$ cat src/verilog/audio_pkg.sv
package audio_pkg;

    // Sample memory and datapath sizes.
    localparam int SAMPLE_DEPTH = 256;
    localparam int ADDR_W       = $clog2(SAMPLE_DEPTH);
    localparam int POS_W        = 24;
    localparam int DELTA_W      = 12;
    localparam int SAMPLE_W     = 16;
    localparam int VOL_W        = 8;
    localparam int FRAME_BITS   = 32;
    localparam int FRAME_CNT_W  = $clog2(FRAME_BITS);

    localparam int APB_AW = 10;
    localparam int APB_DW = 32;

    // Register map, in word addresses.
    localparam logic [APB_AW-1:0] REG_START_ADDR   = 10'd0;
    localparam logic [APB_AW-1:0] REG_SAMPLE_COUNT = 10'd1;
    localparam logic [APB_AW-1:0] REG_LOOP_START   = 10'd2;
    localparam logic [APB_AW-1:0] REG_LOOP_END     = 10'd3;
    localparam logic [APB_AW-1:0] REG_POSITION     = 10'd4;
    localparam logic [APB_AW-1:0] REG_LAST_SAMPLE  = 10'd5;
    localparam logic [APB_AW-1:0] REG_VOLUME       = 10'd6;
    localparam logic [APB_AW-1:0] REG_CONTROL      = 10'd7;
    localparam logic [APB_AW-1:0] REG_STATUS       = 10'd8;
    localparam int                MEM_BASE         = 256;

    // Bit positions in REG_CONTROL. REG_STATUS carries playing at STATUS_PLAY.
    localparam int CTRL_PLAY    = 0;
    localparam int CTRL_LOOPING = 1;
    localparam int CTRL_MONO    = 2;
    localparam int CTRL_LEFT    = 3;
    localparam int STATUS_PLAY  = 24;

    typedef struct packed {
        logic              psel;
        logic              penable;
        logic              pwrite;
        logic [APB_AW-1:0] paddr;
        logic [APB_DW-1:0] pwdata;
    } apb_req_t;

    typedef struct packed {
        logic [APB_DW-1:0] prdata;
        logic              pready;
        logic              pslverr;
    } apb_rsp_t;

    typedef struct packed {
        logic [ADDR_W-1:0] start_addr;
        logic [POS_W-1:0]  sample_count;
        logic [POS_W-1:0]  loop_start;
        logic [POS_W-1:0]  loop_end;
        logic [VOL_W-1:0]  volume;
        logic              looping;
        logic              mono;
        logic              left;
    } ch_cfg_t;

    typedef struct packed {
        logic                pos_load;
        logic [POS_W-1:0]    pos_value;
        logic                last_load;
        logic [SAMPLE_W-1:0] last_value;
        logic                play_load;
        logic                play_value;
    } ch_load_t;

    typedef struct packed {
        logic [POS_W-1:0] position;
        logic             playing;
    } ch_state_t;

endpackage

$ cat src/verilog/channel_regs.sv
`timescale 1ns/1ps
module channel_regs (
    input  logic                            clk_1024khz,
    input  logic                            i_rst_n,
    input  audio_pkg::apb_req_t             i_apb,
    output audio_pkg::apb_rsp_t             o_apb,
    input  audio_pkg::ch_state_t            i_state,
    output audio_pkg::ch_cfg_t              o_cfg,
    output audio_pkg::ch_load_t             o_load,
    output logic                            o_mem_we,
    output logic [audio_pkg::ADDR_W-1:0]    o_mem_addr,
    output logic [audio_pkg::DELTA_W-1:0]   o_mem_wdata
);
    import audio_pkg::*;

    logic              access;
    logic              wr;
    logic              rd;
    logic              in_regs;
    logic              in_mem;
    logic [APB_DW-1:0] rdata;

    assign access  = i_apb.psel & i_apb.penable;
    assign wr      = access & i_apb.pwrite;
    assign rd      = access & ~i_apb.pwrite;
    assign in_regs = (i_apb.paddr <= REG_STATUS);
    assign in_mem  = (i_apb.paddr >= MEM_BASE) && (i_apb.paddr < MEM_BASE + SAMPLE_DEPTH);

    // Zero wait states, and the delta window is write only.
    assign o_apb.pready  = 1'b1;
    assign o_apb.prdata  = rdata;
    assign o_apb.pslverr = access & ((~in_regs & ~in_mem) |
                                     (wr & (i_apb.paddr == REG_STATUS)) |
                                     (rd & in_mem));

    always_ff @(posedge clk_1024khz or negedge i_rst_n) begin
        if (!i_rst_n) begin
            o_cfg    <= '0;
            o_load   <= '0;
            o_mem_we <= 1'b0;
        end else begin
            o_load.pos_load  <= 1'b0;
            o_load.last_load <= 1'b0;
            o_load.play_load <= 1'b0;
            o_mem_we         <= wr & in_mem;
            if (wr && in_regs) begin
                case (i_apb.paddr)
                    REG_START_ADDR:   o_cfg.start_addr   <= i_apb.pwdata[ADDR_W-1:0];
                    REG_SAMPLE_COUNT: o_cfg.sample_count <= i_apb.pwdata[POS_W-1:0];
                    REG_LOOP_START:   o_cfg.loop_start   <= i_apb.pwdata[POS_W-1:0];
                    REG_LOOP_END:     o_cfg.loop_end     <= i_apb.pwdata[POS_W-1:0];
                    REG_VOLUME:       o_cfg.volume       <= i_apb.pwdata[VOL_W-1:0];
                    REG_POSITION: begin
                        o_load.pos_load  <= 1'b1;
                        o_load.pos_value <= i_apb.pwdata[POS_W-1:0];
                    end
                    REG_LAST_SAMPLE: begin
                        o_load.last_load  <= 1'b1;
                        o_load.last_value <= i_apb.pwdata[SAMPLE_W-1:0];
                    end
                    REG_CONTROL: begin
                        o_load.play_load  <= 1'b1;
                        o_load.play_value <= i_apb.pwdata[CTRL_PLAY];
                        o_cfg.looping     <= i_apb.pwdata[CTRL_LOOPING];
                        o_cfg.mono        <= i_apb.pwdata[CTRL_MONO];
                        o_cfg.left        <= i_apb.pwdata[CTRL_LEFT];
                    end
                    default: ;
                endcase
            end
        end
    end

    always_ff @(posedge clk_1024khz) begin
        o_mem_addr  <= i_apb.paddr[ADDR_W-1:0];
        o_mem_wdata <= i_apb.pwdata[DELTA_W-1:0];
    end

    // Position and last sample read back the value last written, not the live one.
    always_comb begin
        rdata = '0;
        case (i_apb.paddr)
            REG_START_ADDR:   rdata[ADDR_W-1:0]   = o_cfg.start_addr;
            REG_SAMPLE_COUNT: rdata[POS_W-1:0]    = o_cfg.sample_count;
            REG_LOOP_START:   rdata[POS_W-1:0]    = o_cfg.loop_start;
            REG_LOOP_END:     rdata[POS_W-1:0]    = o_cfg.loop_end;
            REG_POSITION:     rdata[POS_W-1:0]    = o_load.pos_value;
            REG_LAST_SAMPLE:  rdata[SAMPLE_W-1:0] = o_load.last_value;
            REG_VOLUME:       rdata[VOL_W-1:0]    = o_cfg.volume;
            REG_CONTROL: begin
                rdata[CTRL_PLAY]    = i_state.playing;
                rdata[CTRL_LOOPING] = o_cfg.looping;
                rdata[CTRL_MONO]    = o_cfg.mono;
                rdata[CTRL_LEFT]    = o_cfg.left;
            end
            REG_STATUS: begin
                rdata[POS_W-1:0]  = i_state.position;
                rdata[STATUS_PLAY] = i_state.playing;
            end
            default: ;
        endcase
    end

endmodule

$ cat src/verilog/delta_mem.sv
`timescale 1ns/1ps
module delta_mem (
    input  logic                          clk_1024khz,
    input  logic                          i_we,
    input  logic [audio_pkg::ADDR_W-1:0]  i_waddr,
    input  logic [audio_pkg::DELTA_W-1:0] i_wdata,
    input  logic [audio_pkg::ADDR_W-1:0]  i_raddr,
    output logic [audio_pkg::DELTA_W-1:0] o_rdata
);
    import audio_pkg::*;

    // Encoded waveform as downloaded by the host.
    logic [DELTA_W-1:0] mem [SAMPLE_DEPTH];

    always_ff @(posedge clk_1024khz) begin
        if (i_we) begin
            mem[i_waddr] <= i_wdata;
        end
    end

    // Registered read, data follows the address by one cycle.
    always_ff @(posedge clk_1024khz) begin
        o_rdata <= mem[i_raddr];
    end

endmodule

$ cat src/verilog/channel_engine.sv
`timescale 1ns/1ps
module channel_engine (
    input  logic                           clk_1024khz,
    input  logic                           i_rst_n,
    input  audio_pkg::ch_cfg_t             i_cfg,
    input  audio_pkg::ch_load_t            i_load,
    input  logic                           i_frame,
    output logic [audio_pkg::ADDR_W-1:0]   o_mem_raddr,
    input  logic [audio_pkg::DELTA_W-1:0]  i_mem_rdata,
    output logic [audio_pkg::SAMPLE_W-1:0] o_left,
    output logic [audio_pkg::SAMPLE_W-1:0] o_right,
    output audio_pkg::ch_state_t           o_state
);
    import audio_pkg::*;

    // Step bits: 0 address out, 1 decode, 2 output.
    logic [2:0]                   step;
    logic                         active;
    logic                         playing;
    logic [POS_W-1:0]             position;
    logic [SAMPLE_W-1:0]          last_sample;
    logic [SAMPLE_W-1:0]          delta_ext;
    logic                         at_loop_end;
    logic                         at_count;
    logic signed [SAMPLE_W+VOL_W:0] product;
    logic [SAMPLE_W-1:0]          scaled;

    assign delta_ext   = {{(SAMPLE_W-DELTA_W){i_mem_rdata[DELTA_W-1]}}, i_mem_rdata};
    assign at_loop_end = i_cfg.looping && (position == i_cfg.loop_end);
    assign at_count    = !i_cfg.looping && (position + 1'b1 == i_cfg.sample_count);

    // Volume is unsigned, so it gets a zero sign bit before the signed multiply.
    assign product = $signed(last_sample) * $signed({1'b0, i_cfg.volume});
    assign scaled  = product[SAMPLE_W+VOL_W-1:VOL_W];

    assign o_state.position = position;
    assign o_state.playing  = playing;

    always_ff @(posedge clk_1024khz) begin
        if (i_frame) begin
            o_mem_raddr <= i_cfg.start_addr + position[ADDR_W-1:0];
        end
    end

    always_ff @(posedge clk_1024khz or negedge i_rst_n) begin
        if (!i_rst_n) begin
            step        <= '0;
            active      <= 1'b0;
            playing     <= 1'b0;
            position    <= '0;
            last_sample <= '0;
            o_left      <= '0;
            o_right     <= '0;
        end else begin
            step <= {step[1:0], i_frame};
            // The sequence always runs, so a stopped channel still clears its outputs.
            if (i_frame) begin
                active <= playing;
            end

            if (i_load.play_load) begin
                playing <= i_load.play_value;
            end else if (step[1] && active && at_count) begin
                playing <= 1'b0;
            end

            if (i_load.pos_load) begin
                position <= i_load.pos_value;
            end else if (step[1] && active) begin
                if (at_loop_end) begin
                    position <= i_cfg.loop_start;
                end else if (!at_count) begin
                    position <= position + 1'b1;
                end
            end

            if (i_load.last_load) begin
                last_sample <= i_load.last_value;
            end else if (step[1] && active) begin
                last_sample <= last_sample + delta_ext;
            end

            if (step[2]) begin
                if (!active) begin
                    o_left  <= '0;
                    o_right <= '0;
                end else if (i_cfg.mono) begin
                    o_left  <= scaled;
                    o_right <= scaled;
                end else if (i_cfg.left) begin
                    o_left  <= scaled;
                    o_right <= '0;
                end else begin
                    o_left  <= '0;
                    o_right <= scaled;
                end
            end
        end
    end

endmodule

$ cat src/verilog/i2s_tx.sv
`timescale 1ns/1ps
module i2s_tx (
    input  logic                           clk_1024khz,
    input  logic                           i_rst_n,
    input  logic [audio_pkg::SAMPLE_W-1:0] i_left,
    input  logic [audio_pkg::SAMPLE_W-1:0] i_right,
    output logic                           o_frame,
    output logic                           o_lrclk,
    output logic                           o_din
);
    import audio_pkg::*;

    logic [FRAME_CNT_W-1:0] bit_cnt;
    logic [FRAME_CNT_W-1:0] bit_cnt_next;
    logic                   wrap;
    logic [2*SAMPLE_W-1:0]  shreg;

    assign wrap         = (bit_cnt == FRAME_CNT_W'(FRAME_BITS - 1));
    assign bit_cnt_next = wrap ? '0 : bit_cnt + 1'b1;
    assign o_frame      = (bit_cnt == '0);

    // Word clock and data are registered against the next count value,
    // so they line up with the counter in the same cycle.
    always_ff @(posedge clk_1024khz or negedge i_rst_n) begin
        if (!i_rst_n) begin
            bit_cnt <= '0;
            o_lrclk <= 1'b0;
            o_din   <= 1'b0;
        end else begin
            bit_cnt <= bit_cnt_next;
            o_lrclk <= (bit_cnt_next >= FRAME_CNT_W'(FRAME_BITS / 2));
            if (wrap) begin
                o_din <= i_left[SAMPLE_W-1];
            end else begin
                o_din <= shreg[2*SAMPLE_W-1];
            end
        end
    end

    // Both words are taken at frame start; left bit 15 goes out directly.
    always_ff @(posedge clk_1024khz) begin
        if (wrap) begin
            shreg <= {i_left[SAMPLE_W-2:0], i_right, 1'b0};
        end else begin
            shreg <= {shreg[2*SAMPLE_W-2:0], 1'b0};
        end
    end

endmodule

$ cat src/verilog/audio_channel_top.sv
`timescale 1ns/1ps
module audio_channel_top (
    input  logic                clk_1024khz,
    input  logic                i_rst_n,
    input  audio_pkg::apb_req_t i_apb,
    output audio_pkg::apb_rsp_t o_apb,
    output logic                o_audio_bclk,
    output logic                o_audio_lrclk,
    output logic                o_audio_din,
    output logic                o_playing
);
    import audio_pkg::*;

    ch_cfg_t             cfg;
    ch_load_t            load;
    ch_state_t           state;
    logic                mem_we;
    logic [ADDR_W-1:0]   mem_waddr;
    logic [DELTA_W-1:0]  mem_wdata;
    logic [ADDR_W-1:0]   mem_raddr;
    logic [DELTA_W-1:0]  mem_rdata;
    logic                frame;
    logic [SAMPLE_W-1:0] left;
    logic [SAMPLE_W-1:0] right;

    // The bit clock is the system clock itself.
    assign o_audio_bclk = clk_1024khz;
    assign o_playing    = state.playing;

    channel_regs u_regs (
        .clk_1024khz (clk_1024khz),
        .i_rst_n     (i_rst_n),
        .i_apb       (i_apb),
        .o_apb       (o_apb),
        .i_state     (state),
        .o_cfg       (cfg),
        .o_load      (load),
        .o_mem_we    (mem_we),
        .o_mem_addr  (mem_waddr),
        .o_mem_wdata (mem_wdata)
    );

    delta_mem u_mem (
        .clk_1024khz (clk_1024khz),
        .i_we        (mem_we),
        .i_waddr     (mem_waddr),
        .i_wdata     (mem_wdata),
        .i_raddr     (mem_raddr),
        .o_rdata     (mem_rdata)
    );

    channel_engine u_engine (
        .clk_1024khz (clk_1024khz),
        .i_rst_n     (i_rst_n),
        .i_cfg       (cfg),
        .i_load      (load),
        .i_frame     (frame),
        .o_mem_raddr (mem_raddr),
        .i_mem_rdata (mem_rdata),
        .o_left      (left),
        .o_right     (right),
        .o_state     (state)
    );

    i2s_tx u_i2s (
        .clk_1024khz (clk_1024khz),
        .i_rst_n     (i_rst_n),
        .i_left      (left),
        .i_right     (right),
        .o_frame     (frame),
        .o_lrclk     (o_audio_lrclk),
        .o_din       (o_audio_din)
    );

endmodule

$ cat config.mk
export PLATFORM = sky130hd
export DESIGN_NAME = audio_channel_top
export DESIGN_NICKNAME = d
export VERILOG_FILES = /design/src/verilog/audio_pkg.sv /design/src/verilog/channel_regs.sv /design/src/verilog/delta_mem.sv /design/src/verilog/channel_engine.sv /design/src/verilog/i2s_tx.sv /design/src/verilog/audio_channel_top.sv
export SDC_FILE = /design/constraint.sdc
export NUM_CORES = 2
export LEC_CHECK = 0
export ABC_AREA = 1
export BUFFER_PORTS_ARGS = -buffer_cell sky130_fd_sc_hd__buf_4
export CORE_UTILIZATION = 40
export CTS_BUF_LIST = sky130_fd_sc_hd__clkbuf_2
export DETAILED_ROUTE_END_ITERATION = 8
export HOLD_SLACK_MARGIN = 0.12
export PLACE_DENSITY = 0.64
export SLEW_MARGIN = 20
export SYNTH_ARGS = -nofsm -noshare
export SYNTH_HDL_FRONTEND = slang
export SYNTH_SLANG_ARGS = --single-unit
$ cat constraint.sdc
create_clock -name clk_1024khz -period 12.3 [get_ports clk_1024khz]
set_clock_uncertainty 0.15 [all_clocks]
set_input_delay 2.46 -clock clk_1024khz [delete_from_list [all_inputs] [get_ports clk_1024khz]]
set_output_delay 2.46 -clock clk_1024khz [all_outputs]
set_load 0.01 [all_outputs]
==> reports/metrics.cfg <==
[power_and_ir_drop]
vdd_drop_max_v = 0.0000911
total_power_mw = 19.9
leakage_nw = 55.2
pwr_density_cell_nw_per_um2 = 129

[finish]
layout-drive-gt1-share_pct = 13.9
area_delta_synth_final_pct = 9.63
nNetsFinal = 12600
layout_commonest_cell = edfxtp_1
mostFrequentLayoutCells = edfxtp_1, nor2_1, o21ai_0

[worst_setup_path]
endpoint_kind = primary output
startpoint_type = clock port
worst-path-max-fanout = 4
crit_type = clock port to primary output
cp.required_ns = 9.69
arrival_ns = 6.45

[grt]
grt_pass1_wl_um = 585000
overflow = 0
grt_max_degree = 201
grt_usage_pct = 21.7
grt_antenna_before_repair = 16
first_global_vias = 91900

[timing]
worst_pin_slew_ns = 1.16
max-slew-margin-rel_pct = 22.9
drv_slew = 0
setup_violations = 0
hold_viol = 0
fin_tns_setup_ns = 0
rsz0062_at_grt = no

[cts]
clock_latency_ns = 2.31
cts_resized = 0
clk_pin_slew_ns = 0.10
post_cts_buffers = 0
cts_tree = done
cts_hold_buf = 33

[floorplan]
die_y_um = 595
dieArea_sq_um = 354000
rows = 217
start_util_pct = 40.2
design.core.area_sq_um = 349000
num_io_pins = 85
die_w_um = 595

[drt]
drc = 0
wl_per_cell_um = 22.5
drt_iter0_drc = 11600
ant_nets = 0
vias = 97200
first_pass_iters = 8
wirelength_um = 397000
viasPerCell = 5.52

[synth]
synth_warnings = 0
synth_flop_cell = edfxtp_1
syn_inst = 12000
ys_types = 52
synth_edf_count = 3080
async_reset_ff_share_pct = 6.51
yosysSeqAreaShare_pct = 70.6
ys_ff_latch = 3362
avgSynthCellArea_sq_um = 11.8
syn_area_sq_um = 141000

[worst_hold_path]
hold_class = flop to flop

[place]
port_buffers = 68
place_congestion = 0.941
hpwl_um = 218000

[outcome]
status = finished, final reports clean

[flow_run]
cap_violations = 0

[worst max-delay path: stages]
cell      delay [ns]
clkbuf_2        0.08
clkbuf_2        0.09
buf_4           0.13
[synth_stat cells (6+ instances only)]
cell type	count	area [sq um]
a21oi_1	71	355
ha_1	69	863
o22ai_1	802	5020
nand3_1	904	4520
nand4_1	17	106
mux2_2	14	158
dfxtp_1	63	1260
buf_6	7	78.8
nor2_1	1937	7270
nor3_1	19	95.1
clkbuf_1	567	2130
dfrtp_1	219	5480
xnor2_1	16	140
o211ai_1	14	105
nand3_2	20	200
nand2_1	1433	5380
buf_1	67	251
nor2_2	9	56.3
xor2_1	28	245
o21ai_1	83	415
and2_1	15	93.8
buf_4	14	105
o221ai_1	16	140
nand3b_1	8	60.1
nand2_2	6	37.5
buf_2	168	841
inv_2	7	26.3
inv_1	457	1720
edfxtp_1	3080	92500
fa_1	101	2020
a221oi_1	20	175
o21ai_0	1664	8330
[flip-flops by register name, summed over array words and instances (netlist names), 16 cells and up]
register / count
u_engine.position: 24
u_engine.last_sample: 16
u_regs.o_load: 44
u_regs.o_cfg: 91
u_mem.mem: 3072
u_engine.o_right: 16
u_i2s.shreg: 31
u_engine.o_left: 16
[through the flow]
stage | hold WS [ns] | instance area (sq um) | util, % | instances | worst slack, ns
3_3_place_gp | 0.183 | 146000 | 41.9 | 16200 | 3.42
2_1_floorplan | 0.181 | 141000 | - | 12000 | 3.42
6_report | 0.219 | 154000 | 44.1 | 17600 | 3.24
5_1_grt | 0.252 | 154000 | 44.1 | 17600 | 3.22
4_1_cts | 0.219 | 154000 | 44.1 | 17600 | 3.24
3_5_place_dp | 0.187 | 146000 | 41.9 | 16200 | 3.42
[where the power goes]
part	switching [mW]	internal, mW
sequential	0.0423	12.5
clock	4.48	2.71
combinational	0.201	0.0281
total	4.73	15.2
[kinds of logic after synthesis]
logic type / Yosys count / share of synthesized area (%)
muxes: 14 / 0.112
other: 2 / 0.00534
AOI/OAI and AO/OA: 2689 / 10.4
buffers and inverters: 1290 / 3.67
DFF: 3362 / 70.6
xor gates and xnor gates: 45 / 0.291
adders and majority gates: 170 / 2.05
and+or+nand+nor: 4386 / 12.8
[area by class of cell]
cell class | count | area, sq um
timing repair buffer | 450 | 3740
clock buffer | 1168 | 5850
sequential | 3362 | 99300
clock inverter | 231 | 1300
multi-input combinational | 7312 | 36300
antenna | 15 | 37.5
fill | 32300 | 195000
inverter | 467 | 1790
tap | 4599 | 5750
[layer usage]
| metal | part of all wire (%) | track usage (%) |
|---|---|---|
| met5 | 0.016 | 0 |
| met4 | 3.6 | 8.71 |
| met3 | 9.3 | 4.36 |
| met2 | 47 | 34.5 |
| met1 | 40 | 29.3 |
[path summary, 6_finish.rpt]
kind,startpoint,end,slack [ns],cells past startpoint
setup reg to reg,u_engine.o_mem_raddr[1]$_DFFE_PP_,u_mem.o_rdata[1]$_DFF_P_,6.57,13
hold / removal,u_engine.step[0]$_DFF_PN0_,u_engine.step[1]$_DFF_PN0_,0.22,0
hold reg to reg,u_engine.step[0]$_DFF_PN0_,u_engine.step[1]$_DFF_PN0_,0.22,0
min in group asynchronous,i_rst_n,u_engine.o_left[8]$_DFFE_PN0P_,0.63,2
setup / recovery,clk_1024khz,o_audio_bclk,3.24,3
max in group asynchronous,i_rst_n,u_regs.o_mem_we$_DFF_PN0_,10.08,3
Power figures use the tool's default switching activity.
